File: src/design/mips_ex_pkg.sv
package mips_ex_pkg;

  // --------------------------------------------------------------------------
  // Datapath widths and basic types
  // --------------------------------------------------------------------------
  localparam int DATA_W     = 32;          // Word width
  localparam int REG_ADDR_W = 5;           // 32 architectural registers

  typedef logic [DATA_W-1:0]     word_t;
  typedef logic [REG_ADDR_W-1:0] reg_addr_t;
  typedef logic [5:0]            opcode_t; // Instr[31:26]
  typedef logic [5:0]            funct_t;  // Instr[5:0]

  // ALU operations
  typedef enum logic [3:0] {
    ALU_ADD    = 4'd0,
    ALU_SUB    = 4'd1,
    ALU_AND    = 4'd2,
    ALU_OR     = 4'd3,
    ALU_XOR    = 4'd4,
    ALU_NOR    = 4'd5,
    ALU_SLT    = 4'd6,                     // Signed compare
    ALU_SLTU   = 4'd7,                     // Unsigned compare
    ALU_SLL    = 4'd8,
    ALU_SRL    = 4'd9,
    ALU_SRA    = 4'd10,
    ALU_LUI    = 4'd11,
    ALU_PASS_A = 4'd12                     // Link value for JAL/JALR
  } alu_op_t;

  // Operand A source
  typedef enum logic [1:0] {
    SRC_A_REG   = 2'd0,                    // rs, possibly forwarded
    SRC_A_PC    = 2'd1,                    // PC+4
    SRC_A_SHAMT = 2'd2                     // Extended shamt
  } src_a_t;

  // --------------------------------------------------------------------------
  // Opcode and function codes
  // --------------------------------------------------------------------------
  localparam opcode_t OP_RTYPE = 6'h00;
  localparam opcode_t OP_JAL   = 6'h03;
  localparam opcode_t OP_ADDIU = 6'h09;
  localparam opcode_t OP_SLTI  = 6'h0a;
  localparam opcode_t OP_SLTIU = 6'h0b;
  localparam opcode_t OP_ANDI  = 6'h0c;
  localparam opcode_t OP_ORI   = 6'h0d;
  localparam opcode_t OP_XORI  = 6'h0e;
  localparam opcode_t OP_LUI   = 6'h0f;
  localparam opcode_t OP_LW    = 6'h23;
  localparam opcode_t OP_SW    = 6'h2b;

  localparam funct_t FN_SLL  = 6'h00;
  localparam funct_t FN_SRL  = 6'h02;
  localparam funct_t FN_SRA  = 6'h03;
  localparam funct_t FN_SLLV = 6'h04;
  localparam funct_t FN_SRLV = 6'h06;
  localparam funct_t FN_SRAV = 6'h07;
  localparam funct_t FN_JALR = 6'h09;
  localparam funct_t FN_ADDU = 6'h21;
  localparam funct_t FN_SUBU = 6'h23;
  localparam funct_t FN_AND  = 6'h24;
  localparam funct_t FN_OR   = 6'h25;
  localparam funct_t FN_XOR  = 6'h26;
  localparam funct_t FN_NOR  = 6'h27;
  localparam funct_t FN_SLT  = 6'h2a;
  localparam funct_t FN_SLTU = 6'h2b;

endpackage

File: src/design/alu.sv
`timescale 1ns/1ps

module alu
  import mips_ex_pkg::*;
(
  input  word_t   i_a,                     // Operand A, also shift amount
  input  word_t   i_b,                     // Operand B, value to shift
  input  alu_op_t i_op,
  output word_t   o_result
);

  logic [4:0] shamt;                       // Low five bits of A
  logic       lt_signed;
  logic       lt_unsigned;

  assign shamt       = i_a[4:0];
  assign lt_signed   = $signed(i_a) < $signed(i_b);
  assign lt_unsigned = i_a < i_b;

  always_comb begin
    case (i_op)
      ALU_ADD:    o_result = i_a + i_b;
      ALU_SUB:    o_result = i_a - i_b;
      ALU_AND:    o_result = i_a & i_b;
      ALU_OR:     o_result = i_a | i_b;
      ALU_XOR:    o_result = i_a ^ i_b;
      ALU_NOR:    o_result = ~(i_a | i_b);
      ALU_SLT:    o_result = {{(DATA_W-1){1'b0}}, lt_signed};   // 0 or 1
      ALU_SLTU:   o_result = {{(DATA_W-1){1'b0}}, lt_unsigned};
      ALU_SLL:    o_result = i_b << shamt;
      ALU_SRL:    o_result = i_b >> shamt;
      ALU_SRA:    o_result = word_t'($signed(i_b) >>> shamt);   // Keep sign
      ALU_LUI:    o_result = {i_b[15:0], 16'h0000};
      ALU_PASS_A: o_result = i_a;
      default:    o_result = i_a + i_b;
    endcase
  end

endmodule

File: src/design/alu_control.sv
`timescale 1ns/1ps

module alu_control
  import mips_ex_pkg::*;
(
  input  opcode_t i_opcode,                // Instruction opcode
  input  funct_t  i_funct,                 // Only meaningful for R-type
  output alu_op_t o_alu_op                 // Operation for the ALU
);

  // R-type function decode
  alu_op_t rtype_op;

  always_comb begin
    case (i_funct)
      FN_ADDU:                  rtype_op = ALU_ADD;
      FN_SUBU:                  rtype_op = ALU_SUB;
      FN_AND:                   rtype_op = ALU_AND;
      FN_OR:                    rtype_op = ALU_OR;
      FN_XOR:                   rtype_op = ALU_XOR;
      FN_NOR:                   rtype_op = ALU_NOR;
      FN_SLT:                   rtype_op = ALU_SLT;
      FN_SLTU:                  rtype_op = ALU_SLTU;
      FN_SLL, FN_SLLV:          rtype_op = ALU_SLL;    // Amount via operand A
      FN_SRL, FN_SRLV:          rtype_op = ALU_SRL;
      FN_SRA, FN_SRAV:          rtype_op = ALU_SRA;
      FN_JALR:                  rtype_op = ALU_PASS_A; // Link PC+4
      default:                  rtype_op = ALU_ADD;
    endcase
  end

  // Opcode decode
  always_comb begin
    case (i_opcode)
      OP_RTYPE:         o_alu_op = rtype_op;
      OP_ADDIU:         o_alu_op = ALU_ADD;
      OP_ANDI:          o_alu_op = ALU_AND;
      OP_ORI:           o_alu_op = ALU_OR;
      OP_XORI:          o_alu_op = ALU_XOR;
      OP_SLTI:          o_alu_op = ALU_SLT;
      OP_SLTIU:         o_alu_op = ALU_SLTU;
      OP_LUI:           o_alu_op = ALU_LUI;
      OP_LW, OP_SW:     o_alu_op = ALU_ADD;               // Base plus offset
      OP_JAL:           o_alu_op = ALU_PASS_A;
      default:          o_alu_op = ALU_ADD;
    endcase
  end

endmodule

File: src/design/ex_mem_wb_regs.sv
`timescale 1ns/1ps

module ex_mem_wb_regs
  import mips_ex_pkg::*;
(
  input  logic      clk,
  input  logic      i_arst_n,
  input  logic      i_valid,               // From EX, already gated
  input  word_t     i_alu_result,
  input  word_t     i_store_data,
  input  reg_addr_t i_write_reg,
  input  logic      i_reg_write,
  input  logic      i_mem_read,
  input  logic      i_mem_write,
  input  logic      i_mem_to_reg,
  input  word_t     i_mem_rdata,           // Combinational read data
  output logic      o_exm_valid,
  output reg_addr_t o_exm_reg,
  output logic      o_exm_write,           // To forwarding, loads excluded
  output word_t     o_exm_result,
  output word_t     o_mem_addr,
  output word_t     o_mem_wdata,
  output logic      o_mem_read,
  output logic      o_mem_write,
  output logic      o_wb_write,
  output reg_addr_t o_wb_reg,
  output word_t     o_wb_data
);

  logic exm_reg_write;
  logic exm_mem_to_reg;

  // --------------------------------------------------------------------------
  // EX/MEM
  // --------------------------------------------------------------------------
  always_ff @(posedge clk or negedge i_arst_n) begin
    if (!i_arst_n) begin
      o_exm_valid    <= 1'b0;
      exm_reg_write  <= 1'b0;
      o_mem_read     <= 1'b0;
      o_mem_write    <= 1'b0;
      exm_mem_to_reg <= 1'b0;
    end else begin
      o_exm_valid    <= i_valid;
      exm_reg_write  <= i_reg_write;
      o_mem_read     <= i_mem_read;
      o_mem_write    <= i_mem_write;
      exm_mem_to_reg <= i_mem_to_reg;
    end
  end

  always_ff @(posedge clk) begin
    o_exm_result <= i_alu_result;          // Also the memory address
    o_mem_wdata  <= i_store_data;
    o_exm_reg    <= i_write_reg;
  end

  assign o_mem_addr  = o_exm_result;
  assign o_exm_write = exm_reg_write & ~exm_mem_to_reg;  // Load data not here yet

  // MEM/WB
  always_ff @(posedge clk or negedge i_arst_n) begin
    if (!i_arst_n) begin
      o_wb_write <= 1'b0;
    end else begin
      o_wb_write <= exm_reg_write;
    end
  end

  always_ff @(posedge clk) begin
    o_wb_reg  <= o_exm_reg;
    o_wb_data <= exm_mem_to_reg ? i_mem_rdata : o_exm_result;  // Load merge
  end

endmodule

File: src/design/ex_pipe_top.sv
`timescale 1ns/1ps

module ex_pipe_top
  import mips_ex_pkg::*;
(
  input  logic      clk,
  input  logic      i_arst_n,
  input  logic      i_valid,               // Decode side
  input  logic      i_stall,
  input  logic      i_flush,
  input  word_t     i_read_data_1,
  input  word_t     i_read_data_2,
  input  word_t     i_imm,
  input  word_t     i_shamt,
  input  word_t     i_next_pc,
  input  reg_addr_t i_rs,
  input  reg_addr_t i_rt,
  input  reg_addr_t i_rd,
  input  opcode_t   i_opcode,
  input  funct_t    i_funct,
  input  src_a_t    i_alu_src_a,
  input  logic      i_alu_src_b,
  input  logic      i_reg_dst,
  input  logic      i_reg_write,
  input  logic      i_mem_read,
  input  logic      i_mem_write,
  input  logic      i_mem_to_reg,
  input  word_t     i_mem_rdata,           // Memory side
  output logic      o_exm_valid,
  output word_t     o_mem_addr,
  output word_t     o_mem_wdata,
  output logic      o_mem_read,
  output logic      o_mem_write,
  output logic      o_wb_write,            // Write-back side
  output reg_addr_t o_wb_reg,
  output word_t     o_wb_data
);

  // ID/EX outputs
  logic      de_valid, de_bubble, de_src_b, de_reg_dst;
  logic      de_reg_write, de_mem_read, de_mem_write, de_mem_to_reg;
  word_t     de_rd1, de_rd2, de_imm, de_shamt, de_next_pc;
  reg_addr_t de_rs, de_rt, de_rd;
  opcode_t   de_opcode;
  funct_t    de_funct;
  src_a_t    de_src_a;
  // Forwarding
  logic      use_fwd_a, use_fwd_b;
  word_t     fwd_a, fwd_b;
  // EX outputs
  word_t     ex_result, ex_store;
  reg_addr_t ex_reg;
  logic      ex_valid, ex_reg_write, ex_mem_read, ex_mem_write, ex_mem_to_reg;
  // Feedback from later stages
  reg_addr_t exm_reg;
  logic      exm_write;
  word_t     exm_result;

  id_ex_reg u_id_ex_reg (
    .clk (clk), .i_arst_n (i_arst_n),
    .i_valid (i_valid), .i_stall (i_stall), .i_flush (i_flush),
    .i_read_data_1 (i_read_data_1), .i_read_data_2 (i_read_data_2),
    .i_imm (i_imm), .i_shamt (i_shamt), .i_next_pc (i_next_pc),
    .i_rs (i_rs), .i_rt (i_rt), .i_rd (i_rd),
    .i_opcode (i_opcode), .i_funct (i_funct),
    .i_alu_src_a (i_alu_src_a), .i_alu_src_b (i_alu_src_b), .i_reg_dst (i_reg_dst),
    .i_reg_write (i_reg_write), .i_mem_read (i_mem_read),
    .i_mem_write (i_mem_write), .i_mem_to_reg (i_mem_to_reg),
    .o_valid (de_valid), .o_read_data_1 (de_rd1), .o_read_data_2 (de_rd2),
    .o_imm (de_imm), .o_shamt (de_shamt), .o_next_pc (de_next_pc),
    .o_rs (de_rs), .o_rt (de_rt), .o_rd (de_rd),
    .o_opcode (de_opcode), .o_funct (de_funct),
    .o_alu_src_a (de_src_a), .o_alu_src_b (de_src_b), .o_reg_dst (de_reg_dst),
    .o_reg_write (de_reg_write), .o_mem_read (de_mem_read),
    .o_mem_write (de_mem_write), .o_mem_to_reg (de_mem_to_reg),
    .o_stall_bubble (de_bubble)
  );

  forwarding_unit u_forwarding_unit (
    .i_rs (de_rs), .i_rt (de_rt),
    .i_exm_reg (exm_reg), .i_exm_write (exm_write), .i_exm_result (exm_result),
    .i_mwb_reg (o_wb_reg), .i_mwb_write (o_wb_write), .i_mwb_data (o_wb_data),
    .o_use_fwd_a (use_fwd_a), .o_use_fwd_b (use_fwd_b),
    .o_fwd_a (fwd_a), .o_fwd_b (fwd_b)
  );

  ex_stage u_ex_stage (
    .i_valid (de_valid), .i_stall_bubble (de_bubble),
    .i_read_data_1 (de_rd1), .i_read_data_2 (de_rd2),
    .i_imm (de_imm), .i_shamt (de_shamt), .i_next_pc (de_next_pc),
    .i_rt (de_rt), .i_rd (de_rd), .i_opcode (de_opcode), .i_funct (de_funct),
    .i_alu_src_a (de_src_a), .i_alu_src_b (de_src_b), .i_reg_dst (de_reg_dst),
    .i_reg_write (de_reg_write), .i_mem_read (de_mem_read),
    .i_mem_write (de_mem_write), .i_mem_to_reg (de_mem_to_reg),
    .i_use_fwd_a (use_fwd_a), .i_use_fwd_b (use_fwd_b),
    .i_fwd_a (fwd_a), .i_fwd_b (fwd_b),
    .o_alu_result (ex_result), .o_store_data (ex_store), .o_write_reg (ex_reg),
    .o_valid (ex_valid), .o_reg_write (ex_reg_write), .o_mem_read (ex_mem_read),
    .o_mem_write (ex_mem_write), .o_mem_to_reg (ex_mem_to_reg)
  );

  ex_mem_wb_regs u_ex_mem_wb_regs (
    .clk (clk), .i_arst_n (i_arst_n),
    .i_valid (ex_valid), .i_alu_result (ex_result), .i_store_data (ex_store),
    .i_write_reg (ex_reg), .i_reg_write (ex_reg_write), .i_mem_read (ex_mem_read),
    .i_mem_write (ex_mem_write), .i_mem_to_reg (ex_mem_to_reg),
    .i_mem_rdata (i_mem_rdata),
    .o_exm_valid (o_exm_valid), .o_exm_reg (exm_reg), .o_exm_write (exm_write),
    .o_exm_result (exm_result), .o_mem_addr (o_mem_addr), .o_mem_wdata (o_mem_wdata),
    .o_mem_read (o_mem_read), .o_mem_write (o_mem_write),
    .o_wb_write (o_wb_write), .o_wb_reg (o_wb_reg), .o_wb_data (o_wb_data)
  );

endmodule

File: src/design/ex_stage.sv
`timescale 1ns/1ps

module ex_stage
  import mips_ex_pkg::*;
(
  input  logic      i_valid,
  input  logic      i_stall_bubble,        // ID/EX holds a duplicate
  input  word_t     i_read_data_1,
  input  word_t     i_read_data_2,
  input  word_t     i_imm,
  input  word_t     i_shamt,
  input  word_t     i_next_pc,
  input  reg_addr_t i_rt,
  input  reg_addr_t i_rd,
  input  opcode_t   i_opcode,
  input  funct_t    i_funct,
  input  src_a_t    i_alu_src_a,
  input  logic      i_alu_src_b,
  input  logic      i_reg_dst,
  input  logic      i_reg_write,
  input  logic      i_mem_read,
  input  logic      i_mem_write,
  input  logic      i_mem_to_reg,
  input  logic      i_use_fwd_a,           // Forwarding for rs
  input  logic      i_use_fwd_b,           // Forwarding for rt
  input  word_t     i_fwd_a,
  input  word_t     i_fwd_b,
  output word_t     o_alu_result,
  output word_t     o_store_data,          // rt for SW
  output reg_addr_t o_write_reg,
  output logic      o_valid,
  output logic      o_reg_write,
  output logic      o_mem_read,
  output logic      o_mem_write,
  output logic      o_mem_to_reg
);

  // --------------------------------------------------------------------------
  // Operand selection
  // --------------------------------------------------------------------------
  word_t   rs_val, rt_val;                 // After forwarding
  word_t   alu_a, alu_b;
  alu_op_t alu_op;
  logic    live;                           // Real, non-duplicate instruction

  assign rs_val = i_use_fwd_a ? i_fwd_a : i_read_data_1;
  assign rt_val = i_use_fwd_b ? i_fwd_b : i_read_data_2;

  always_comb begin
    case (i_alu_src_a)
      SRC_A_PC:    alu_a = i_next_pc;      // Link value
      SRC_A_SHAMT: alu_a = i_shamt;        // Constant shifts
      default:     alu_a = rs_val;
    endcase
  end

  assign alu_b = i_alu_src_b ? i_imm : rt_val;

  alu_control u_alu_control (
    .i_opcode (i_opcode),
    .i_funct  (i_funct),
    .o_alu_op (alu_op)
  );

  alu u_alu (
    .i_a      (alu_a),
    .i_b      (alu_b),
    .i_op     (alu_op),
    .o_result (o_alu_result)
  );

  // --------------------------------------------------------------------------
  // Destination and controls
  // --------------------------------------------------------------------------
  assign o_write_reg  = (i_opcode == OP_JAL) ? reg_addr_t'(31) : (i_reg_dst ? i_rd : i_rt);
  assign o_store_data = rt_val;

  assign live         = i_valid & ~i_stall_bubble;
  assign o_valid      = live;
  assign o_reg_write  = live & i_reg_write;  // Bubble never writes
  assign o_mem_read   = live & i_mem_read;
  assign o_mem_write  = live & i_mem_write;
  assign o_mem_to_reg = live & i_mem_to_reg;

endmodule

File: src/design/forwarding_unit.sv
`timescale 1ns/1ps

module forwarding_unit
  import mips_ex_pkg::*;
(
  input  reg_addr_t i_rs,                  // Source registers in EX
  input  reg_addr_t i_rt,
  input  reg_addr_t i_exm_reg,             // EX/MEM destination
  input  logic      i_exm_write,           // Excludes loads
  input  word_t     i_exm_result,
  input  reg_addr_t i_mwb_reg,             // MEM/WB destination
  input  logic      i_mwb_write,
  input  word_t     i_mwb_data,            // ALU result or load data
  output logic      o_use_fwd_a,
  output logic      o_use_fwd_b,
  output word_t     o_fwd_a,
  output word_t     o_fwd_b
);

  logic exm_ok, mwb_ok;                    // Writer valid and not r0
  logic exm_hit_a, exm_hit_b;
  logic mwb_hit_a, mwb_hit_b;

  assign exm_ok = i_exm_write && (i_exm_reg != '0);
  assign mwb_ok = i_mwb_write && (i_mwb_reg != '0);

  assign exm_hit_a = exm_ok && (i_exm_reg == i_rs);
  assign exm_hit_b = exm_ok && (i_exm_reg == i_rt);
  assign mwb_hit_a = mwb_ok && (i_mwb_reg == i_rs);
  assign mwb_hit_b = mwb_ok && (i_mwb_reg == i_rt);

  // Younger result in EX/MEM wins
  assign o_use_fwd_a = exm_hit_a || mwb_hit_a;
  assign o_use_fwd_b = exm_hit_b || mwb_hit_b;
  assign o_fwd_a     = exm_hit_a ? i_exm_result : i_mwb_data;
  assign o_fwd_b     = exm_hit_b ? i_exm_result : i_mwb_data;

endmodule

File: src/design/id_ex_reg.sv
`timescale 1ns/1ps

module id_ex_reg
  import mips_ex_pkg::*;
(
  input  logic      clk,
  input  logic      i_arst_n,
  input  logic      i_valid,               // Real instruction from decode
  input  logic      i_stall,               // Hold contents
  input  logic      i_flush,               // Insert bubble, beats stall
  input  word_t     i_read_data_1,         // rs value
  input  word_t     i_read_data_2,         // rt value
  input  word_t     i_imm,                 // Already extended
  input  word_t     i_shamt,               // Already extended
  input  word_t     i_next_pc,             // PC+4
  input  reg_addr_t i_rs,
  input  reg_addr_t i_rt,
  input  reg_addr_t i_rd,
  input  opcode_t   i_opcode,
  input  funct_t    i_funct,
  input  src_a_t    i_alu_src_a,
  input  logic      i_alu_src_b,           // 1 selects immediate
  input  logic      i_reg_dst,             // 1 selects rd
  input  logic      i_reg_write,
  input  logic      i_mem_read,
  input  logic      i_mem_write,
  input  logic      i_mem_to_reg,
  output logic      o_valid,
  output word_t     o_read_data_1,
  output word_t     o_read_data_2,
  output word_t     o_imm,
  output word_t     o_shamt,
  output word_t     o_next_pc,
  output reg_addr_t o_rs,
  output reg_addr_t o_rt,
  output reg_addr_t o_rd,
  output opcode_t   o_opcode,
  output funct_t    o_funct,
  output src_a_t    o_alu_src_a,
  output logic      o_alu_src_b,
  output logic      o_reg_dst,
  output logic      o_reg_write,
  output logic      o_mem_read,
  output logic      o_mem_write,
  output logic      o_mem_to_reg,
  output logic      o_stall_bubble         // Held copy already went downstream
);

  // --------------------------------------------------------------------------
  // Control bits
  // --------------------------------------------------------------------------
  always_ff @(posedge clk or negedge i_arst_n) begin
    if (!i_arst_n) begin
      o_valid        <= 1'b0;
      o_reg_write    <= 1'b0;
      o_mem_read     <= 1'b0;
      o_mem_write    <= 1'b0;
      o_mem_to_reg   <= 1'b0;
      o_stall_bubble <= 1'b0;
    end else if (i_flush) begin              // Bubble
      o_valid        <= 1'b0;
      o_reg_write    <= 1'b0;
      o_mem_read     <= 1'b0;
      o_mem_write    <= 1'b0;
      o_mem_to_reg   <= 1'b0;
      o_stall_bubble <= 1'b0;
    end else if (i_stall) begin
      o_stall_bubble <= 1'b1;                // Contents held, mark as duplicate
    end else begin
      o_valid        <= i_valid;
      o_reg_write    <= i_valid & i_reg_write;
      o_mem_read     <= i_valid & i_mem_read;
      o_mem_write    <= i_valid & i_mem_write;
      o_mem_to_reg   <= i_valid & i_mem_to_reg;
      o_stall_bubble <= 1'b0;
    end
  end

  // Operand and field payload
  always_ff @(posedge clk) begin
    if (!i_stall) begin
      o_read_data_1 <= i_read_data_1;
      o_read_data_2 <= i_read_data_2;
      o_imm         <= i_imm;
      o_shamt       <= i_shamt;
      o_next_pc     <= i_next_pc;
      o_rs          <= i_rs;
      o_rt          <= i_rt;
      o_rd          <= i_rd;
      o_opcode      <= i_opcode;
      o_funct       <= i_funct;
      o_alu_src_a   <= i_alu_src_a;
      o_alu_src_b   <= i_alu_src_b;
      o_reg_dst     <= i_reg_dst;
    end
  end

endmodule

File: config.mk
export PLATFORM = sky130hd
export DESIGN_NAME = ex_pipe_top
export DESIGN_NICKNAME = d
export VERILOG_FILES = /design/src/design/mips_ex_pkg.sv /design/src/design/alu.sv /design/src/design/alu_control.sv /design/src/design/ex_mem_wb_regs.sv /design/src/design/ex_pipe_top.sv /design/src/design/ex_stage.sv /design/src/design/forwarding_unit.sv /design/src/design/id_ex_reg.sv
export SDC_FILE = /design/constraint.sdc
export NUM_CORES = 1
export LEC_CHECK = 0
export BUFFER_PORTS_ARGS = -buffer_cell sky130_fd_sc_hd__buf_2
export CORE_MARGIN = 2
export CORE_UTILIZATION = 40
export DETAILED_ROUTE_END_ITERATION = 8
export PLACE_DENSITY = 0.73
export SLEW_MARGIN = 10
export SYNTH_ARGS = -nofsm -noshare
export SYNTH_HDL_FRONTEND = slang
export SYNTH_SLANG_ARGS = --single-unit
File: constraint.sdc
create_clock -name clk -period 5.7 [get_ports clk]
set_input_delay 0.285 -clock clk [delete_from_list [all_inputs] [get_ports clk]]
set_output_delay 0.285 -clock clk [all_outputs]
set_load 0.05 [all_outputs]
==> reports/metrics.yaml, run 1 <==
outcome:
  status: "complete, no violations"
finish:
  fin_area_um2: 29600
  drive_gt1_share_pct: 27.5
  area_growth_pct: 36.4
  nNetsFinal: 3393
  finalNonFillerCells: 3776
  n_antenna_cell: 0
  final_util_pct: 55.1
clocking:
  tritoncts.num_buffers: 30
  clk_pin_slew_worst_paths_ns: 0.07
  h-tree-depth: 1
  clock_path_buffers: 3
  clk-insertion-delay-late_ns: 0.61
  cts_tree: "done"
  cts.sinks: 313
  cts_root_buf: "clkbuf_16"
route:
  ant_nets: 0
  avgRoutedWirePerCell_um: 31.3
  dr.pass1.iters: 6
  drt_iter0_markers: 3505
  wl_mm: 118
  vias: 24500
  drc: 0
  avgViaCountPerCell: 6.48
setup_path:
  end_kind: "flop"
  r2r-end: "u_ex_mem_wb_regs.o_exm_result[25]$_DFF_P_"
  cp-start-kind: "flop"
  arrival_ns: 6.19
  crit_type: "reg2reg"
  worstReg2RegStart: "u_ex_mem_wb_regs.o_wb_reg[0]$_DFF_P_"
  rrSetupSlack_ns: 0.06
  required_ns: 6.25
  worst-r2r-cell-count: 25
  crit_fanout: 5
logic_synthesis:
  synth-main-ff-cell: "edfxtp_1"
  synth_top_area_share_pct: 26.4
  syn-num-nets: 2647
  syn_area_per_cell_um2: 9.39
  syn_area_um2: 21700
  ys_ff_latch: 313
  synth_seq_area_share_pct: 38.0
  ys_warn_count: 0
  synth_area_leaders: "edfxtp_1 26%, dfxtp_1 10%, mux2i_1 6.9%"
  postSynthCellCount: 2310
  synth-edff-count: 191
  synth_common_cells: "191 x edfxtp_1, 191 x nand2_1, 157 x o21ai_0"
  ys_types: 95
  async_reset_ff_share_pct: 3.83
  synth_top_area_cell: "edfxtp_1"
power_and_ir_drop:
  power.internal_mw: 5.88
  ir_worst_vdd_mv: 0.383
  finalPower_mw: 11.2
  power.leakage_nw: 12.6
  clockPowerShare_pct: 18.6
  p_sw_share_pct: 47.7
  p_switching_mw: 5.36
  power_density_nw_per_um2: 380
  p_comb_share_pct: 51.4
  pwr-share-seq_pct: 30.0
min_path:
  hold_start: "i_mem_to_reg"
  min_path_type: "in2reg"
  hold_end: "u_id_ex_reg.o_mem_to_reg$_DFFE_PN0N_"
  min_delay_path_depth: 4
sta:
  drv_slew: 0
  rsz0062_at_grt: "yes"
  fin_crit_sh_pct: 98.9
  setup_violations: 0
  period_minus_slack_ns: 5.64
  maxSlewHeadroom_pct: 24.2
  timing.hold.ws_ns: 0.0829
  finalClockSkew_ns: 0.0536
  max_freq_ghz: 0.177
  finalSetupTns_ns: 0
  hold_violations: 0
  setup_ws_ns: 0.0649
  tightestPinTransition_ns: 1.13
floorplanning:
  ios: 337
  die_x_um: 237
  fp-row-count: 85
  fp.coreArea_um2: 53700
  dieHeight_um: 237
  die-area_um2: 56100
  start_util_pct: 40.4
global_route:
  grt_first_pass_wirelength_mm: 167
  gr-total-overflow: 0
  antenna_found_initial: 7
  grt_pass1_vias: 23400
  grt_max_degree: 78
  grt_use_total_pct: 40.7
run:
  maxCapViolations: 0
placement:
  dp_hpwl_mm: 88.1
  place_congestion: 1.04
  dp_cells: 3475
  place_area_um2: 26000
  io_buffers: 336
  dp_slack_ns: -0.0865
-- power groups by stage --
stage | logic [mW] | registers [mW] | clock network, mW
global placement | 5.33 | 3.37 | 0
CTS | 5.46 | 3.32 | 2.06
finish | 5.78 | 3.37 | 2.09
floorplan | 2.32 | 3.97 | 0
detailed placement | 5.31 | 3.36 | 0
global route | 5.93 | 3.37 | 2.17
-- repair_timing --
action | in CTS | in global routing
cloned | 0 | 2
endpoints found under the hold margin | 241 | 0
buffers inserted | 0 | 15
hold buffers | 228 | 0
gates resized for setup | 5 | 23
setup endpoints to repair | 2 | 13
pin swaps | 0 | 19
-- worst max-delay path by stage --
stage          cells after the start                                        end  slack [ns]                                     start
6_report                          25  u_ex_mem_wb_regs.o_exm_result[25]$_DFF_P_        0.06      u_ex_mem_wb_regs.o_wb_reg[0]$_DFF_P_
5_1_grt                           25  u_ex_mem_wb_regs.o_exm_result[24]$_DFF_P_       -0.05      u_ex_mem_wb_regs.o_wb_reg[0]$_DFF_P_
4_1_cts                           23  u_ex_mem_wb_regs.o_exm_result[14]$_DFF_P_       0.008      u_ex_mem_wb_regs.o_wb_reg[0]$_DFF_P_
3_5_place_dp                      23  u_ex_mem_wb_regs.o_exm_result[18]$_DFF_P_       -0.09      u_ex_mem_wb_regs.o_wb_reg[0]$_DFF_P_
3_3_place_gp                      23  u_ex_mem_wb_regs.o_exm_result[18]$_DFF_P_       -0.11  u_ex_mem_wb_regs.o_exm_reg[0]$_SDFF_PP1_
2_1_floorplan                     23  u_ex_mem_wb_regs.o_exm_result[30]$_DFF_P_        0.01  u_ex_mem_wb_regs.o_exm_reg[2]$_SDFF_PP1_
-- critical path, stage by stage (launching register included) --
cell,delay (ns)
dfxtp_4,0.34
or4_4,0.55
o211a_1,0.27
nand2_4,0.14
buf_4,0.18
buf_4,0.15
mux2i_1,0.23
o21ai_0,0.10
o21ai_0,0.16
buf_4,0.17
inv_1,0.07
ha_1,0.31
buf_4,0.16
a21oi_1,0.16
o21bai_1,0.08
a21oi_1,0.25
a31oi_1,0.15
buf_4,0.18
buf_4,0.13
o211ai_1,0.42
a21oi_1,0.22
xnor2_1,0.32
nand2_1,0.10
nand4_1,0.20
a21boi_0,0.36
buf_4,0.18
-- metal layers --
metal	vias to the layer above	wire length, um	global-route usage [%]
li1	10300	-	-
met1	11900	45200	54.0
met2	1928	52600	64.7
met3	384	13900	8.50
met4	8	6220	16.9
met5	-	59	0
-- layout make-up --
cell class / count / area, um2
Clock buffer: 39 / 826
Clock inverter: 17 / 170
Fill cell: 4588 / 24100
Inverter: 107 / 414
Multi-Input combinational cell: 1733 / 12600
Sequential cell: 313 / 8250
Tap cell: 696 / 871
Timing Repair Buffer: 871 / 6430
-- cell usage in the layout, fill, tap and decap left out, types with 17 or more instances in the layout --
master / count
a211oi_1: 33
xnor2_1: 47
clkbuf_16: 32
and3_1: 17
nor3_1: 62
a21oi_1: 147
mux2_2: 53
buf_2: 336
o221ai_1: 18
a21o_1: 17
a22oi_1: 34
a221oi_1: 23
a221o_1: 34
edfxtp_1: 191
ha_1: 102
mux4_2: 25
o211ai_1: 37
dlygate4sd3_1: 228
nand2_1: 190
nor2_1: 149
dfxtp_1: 104
nand3_1: 71
o21ai_0: 152
a31oi_1: 54
mux2i_1: 148
inv_1: 100
buf_4: 293
-- kinds of logic after synthesis --
| group | Yosys count | synth area share, % |
|---|---|---|
| adder cells (fa/ha/maj) | 105 | 6.13 |
| buffers and inverters | 265 | 4.93 |
| AND/OR/NAND/NOR | 610 | 13.1 |
| XOR/XNOR | 54 | 2.18 |
| AO/OA/AOI/OAI | 732 | 23.0 |
| flip-flops | 313 | 38.0 |
| multiplexers | 231 | 12.6 |
(Power assumes the default switching activity.)
==> run 2: changes to the inputs <==
--- a/config.mk
+++ b/config.mk
@@ -6,10 +6,12 @@
 export NUM_CORES = 1
 export LEC_CHECK = 0
 export BUFFER_PORTS_ARGS = -buffer_cell sky130_fd_sc_hd__buf_2
+export CELL_PAD_IN_SITES_DETAIL_PLACEMENT = 0
+export CELL_PAD_IN_SITES_GLOBAL_PLACEMENT = 1
 export CORE_MARGIN = 2
 export CORE_UTILIZATION = 40
 export DETAILED_ROUTE_END_ITERATION = 8
-export PLACE_DENSITY = 0.73
+export PLACE_DENSITY = 0.88
 export SLEW_MARGIN = 10
 export SYNTH_ARGS = -nofsm -noshare
 export SYNTH_HDL_FRONTEND = slang
==> reports/metrics.yaml, run 2 (same netlist as run 1, synthesis figures left out) <==
sta:
  drv_slew: 0  # unchanged
  finalClockSkew_ns: 0.0584  # was 0.0536 ns
  maxSlewHeadroom_pct: 22.8  # was 24.2%
  hold_violations: 0  # unchanged
  setup_ws_ns: 0.103  # was 0.0649 ns
  fin_crit_sh_pct: 98.2  # was 98.9%
  max_freq_ghz: 0.179  # was 0.177 GHz
  setup_violations: 0  # unchanged
  period_minus_slack_ns: 5.60  # was 5.64 ns
  timing.hold.ws_ns: 0.0656  # was 0.0829 ns
  tightestPinTransition_ns: 1.16  # was 1.13 ns
  finalSetupTns_ns: 0  # unchanged
power_and_ir_drop:
  clockPowerShare_pct: 19.6  # was 18.6%
  finalPower_mw: 11.5  # was 11.2 mW
  power.internal_mw: 6.04  # was 5.88 mW
  p_sw_share_pct: 47.3  # was 47.7%
  pwr-share-seq_pct: 29.5  # was 30.0%
  p_comb_share_pct: 50.8  # was 51.4%
  p_switching_mw: 5.41  # was 5.36 mW
  power.leakage_nw: 12.7  # was 12.6 nW
  ir_worst_vdd_mv: 0.505  # was 0.383 mV
  power_density_nw_per_um2: 385  # was 380 nW/um2
placement:
  io_buffers: 336  # unchanged
  dp_hpwl_mm: 89.8  # was 88.1 mm
  place_area_um2: 26100  # was 26,000 um2
  dp_cells: 3495  # was 3,475
  place_congestion: 1.07  # was 1.04
  dp_slack_ns: -0.157  # was -0.0865 ns
global_route:
  grt_max_degree: 99  # was 78
  antenna_found_initial: 7  # unchanged
  gr-total-overflow: 0  # unchanged
  grt_pass1_vias: 23400  # about the same
  grt_use_total_pct: 41.2  # was 40.7%
  grt_first_pass_wirelength_mm: 168  # was 167 mm
finish:
  nNetsFinal: 3414  # was 3,393
  final_cell_mix: "336 x buf_2, 320 x buf_4, 228 x dlygate4sd3_1"  # was 336 x buf_2, 293 x buf_4, 228 x dlygate4sd3_1
  drive_gt1_share_pct: 28.3  # was 27.5%
  final_common_cell: "buf_2"  # unchanged
  area_growth_pct: 37.3  # was 36.4%
  final_util_pct: 55.4  # was 55.1%
  fin_area_um2: 29800  # was 29,600 um2
  finalNonFillerCells: 3800  # was 3,776
clocking:
  cts.sinks: 313  # unchanged
  clock_path_buffers: 3  # unchanged
  clk_pin_slew_worst_paths_ns: 0.07  # about the same
  clk-insertion-delay-late_ns: 0.62  # was 0.61 ns
  tritoncts.num_buffers: 31  # was 30
  cts_tree: "done"  # unchanged
  cts_root_buf: "clkbuf_16"  # unchanged
  h-tree-depth: 1  # unchanged
route:
  vias: 24300  # was 24,500
  wl_mm: 119  # was 118 mm
  ant_nets: 0  # unchanged
  dr.pass1.iters: 8  # was 6
  avgRoutedWirePerCell_um: 31.3  # about the same
  drc: 0  # unchanged
  drt_iter0_markers: 3374  # was 3,505
  avgViaCountPerCell: 6.41  # was 6.48
setup_path:
  end_kind: "flop"  # unchanged
  required_ns: 6.00  # was 6.25 ns
  arrival_ns: 5.90  # was 6.19 ns
  crit_fanout: 52  # was 5
  cp-start-kind: "flop"  # unchanged
  crit_type: "reg2reg"  # unchanged
floorplanning:
  fp.coreArea_um2: 53700  # unchanged
  dieHeight_um: 237  # unchanged
  start_util_pct: 40.4  # unchanged
  die_x_um: 237  # unchanged
  ios: 337  # unchanged
  fp-row-count: 85  # unchanged
  die-area_um2: 56100  # unchanged
min_path:
  min_path_type: "in2reg"  # unchanged
run:
  maxCapViolations: 0  # unchanged
outcome:
  status: "complete, no violations"  # unchanged
run 2: changes by cell type in the layout (fill, tap and decap cells not counted), sizes merged:
| cell | previous run | this run |
|---|---|---|
| inv | 108 | 106 |
| nor2 | 152 | 151 |
| clkdlybuf4s15 | 0 | 1 |
| buf | 642 | 663 |
| diode | 0 | 2 |
| bufinv | 2 | 5 |
run 2: per-layer routing:
| layer | vias up | GRT usage [%] | share of wire, % | wire, um |
|---|---|---|---|---|
| met2 | 1835 | 64.0 | 43 | 51700 |
| met5 | - | 0 | 0.015 | 18 |
| met1 | 11800 | 55.8 | 40 | 47400 |
| met3 | 368 | 7.50 | 11 | 13100 |
| met4 | 4 | 18.8 | 5.7 | 6840 |
| li1 | 10300 | - | - | - |
run 2: power by group through the flow:
stage               combinational (mW)  clock [mW]  sequential [mW]
floorplan                         2.32           0             3.97
CTS                               5.52        2.22             3.33
global placement                  5.37           0             3.36
detailed placement                5.35           0             3.36
global route                      6.00        2.33             3.37
finish                            5.82        2.25             3.38
run 2: timing repair:
| item | in CTS | in global routing |
|---|---|---|
| pin swaps | 2 | 19 |
| hold endpoints to repair | 241 | 0 |
| endpoints found under the setup margin | 5 | 9 |
| setup buffers | 0 | 16 |
| gates resized for setup | 8 | 37 |
| hold buffers | 228 | 0 |
| cloned | 0 | 1 |
run 2: final timing paths:
kind,slack [ns],to,start,cells past startpoint
setup / recovery,0.10,u_ex_mem_wb_regs.o_exm_result[11]$_DFF_P_,u_ex_mem_wb_regs.o_wb_reg[3]$_DFF_P_,15
hold / removal,0.07,u_id_ex_reg.o_mem_to_reg$_DFFE_PN0N_,i_mem_to_reg,4
setup reg to reg,0.10,u_ex_mem_wb_regs.o_exm_result[11]$_DFF_P_,u_ex_mem_wb_regs.o_wb_reg[3]$_DFF_P_,15
hold reg to reg,0.40,u_ex_mem_wb_regs.o_wb_write$_DFF_PN0_,u_ex_mem_wb_regs.exm_reg_write$_DFF_PN0_,0
max in group asynchronous,5.37,u_id_ex_reg.o_reg_write$_DFFE_PN0N_,i_arst_n,2
min in group asynchronous,0.10,u_id_ex_reg.o_mem_write$_DFFE_PN0N_,i_arst_n,2
run 2: area by class of cell:
cell class	instances	area, um2
diodes	2	5.00
clock buffers	40	841
clock inverters	18	246
fillers	4610	23900
inverters	107	414
multi-input cells	1732	12600
flip-flops and latches	313	8250
well taps	696	871
repair buffers	892	6510
run 2: critical path, cell delays in order (launching register included):
cell and delay (ns):
dfxtp_4 0.34, or4_4 0.55, buf_4 0.15, o211ai_2 0.22, nor2_2 0.10, buf_4 0.16
o2111ai_2 0.31, nand2_8 0.09, inv_8 0.06, buf_4 0.27, buf_4 0.65, mux4_2 0.67
mux2i_1 0.47, a2111oi_0 0.20, a31oi_1 0.55, a41oi_1 0.46
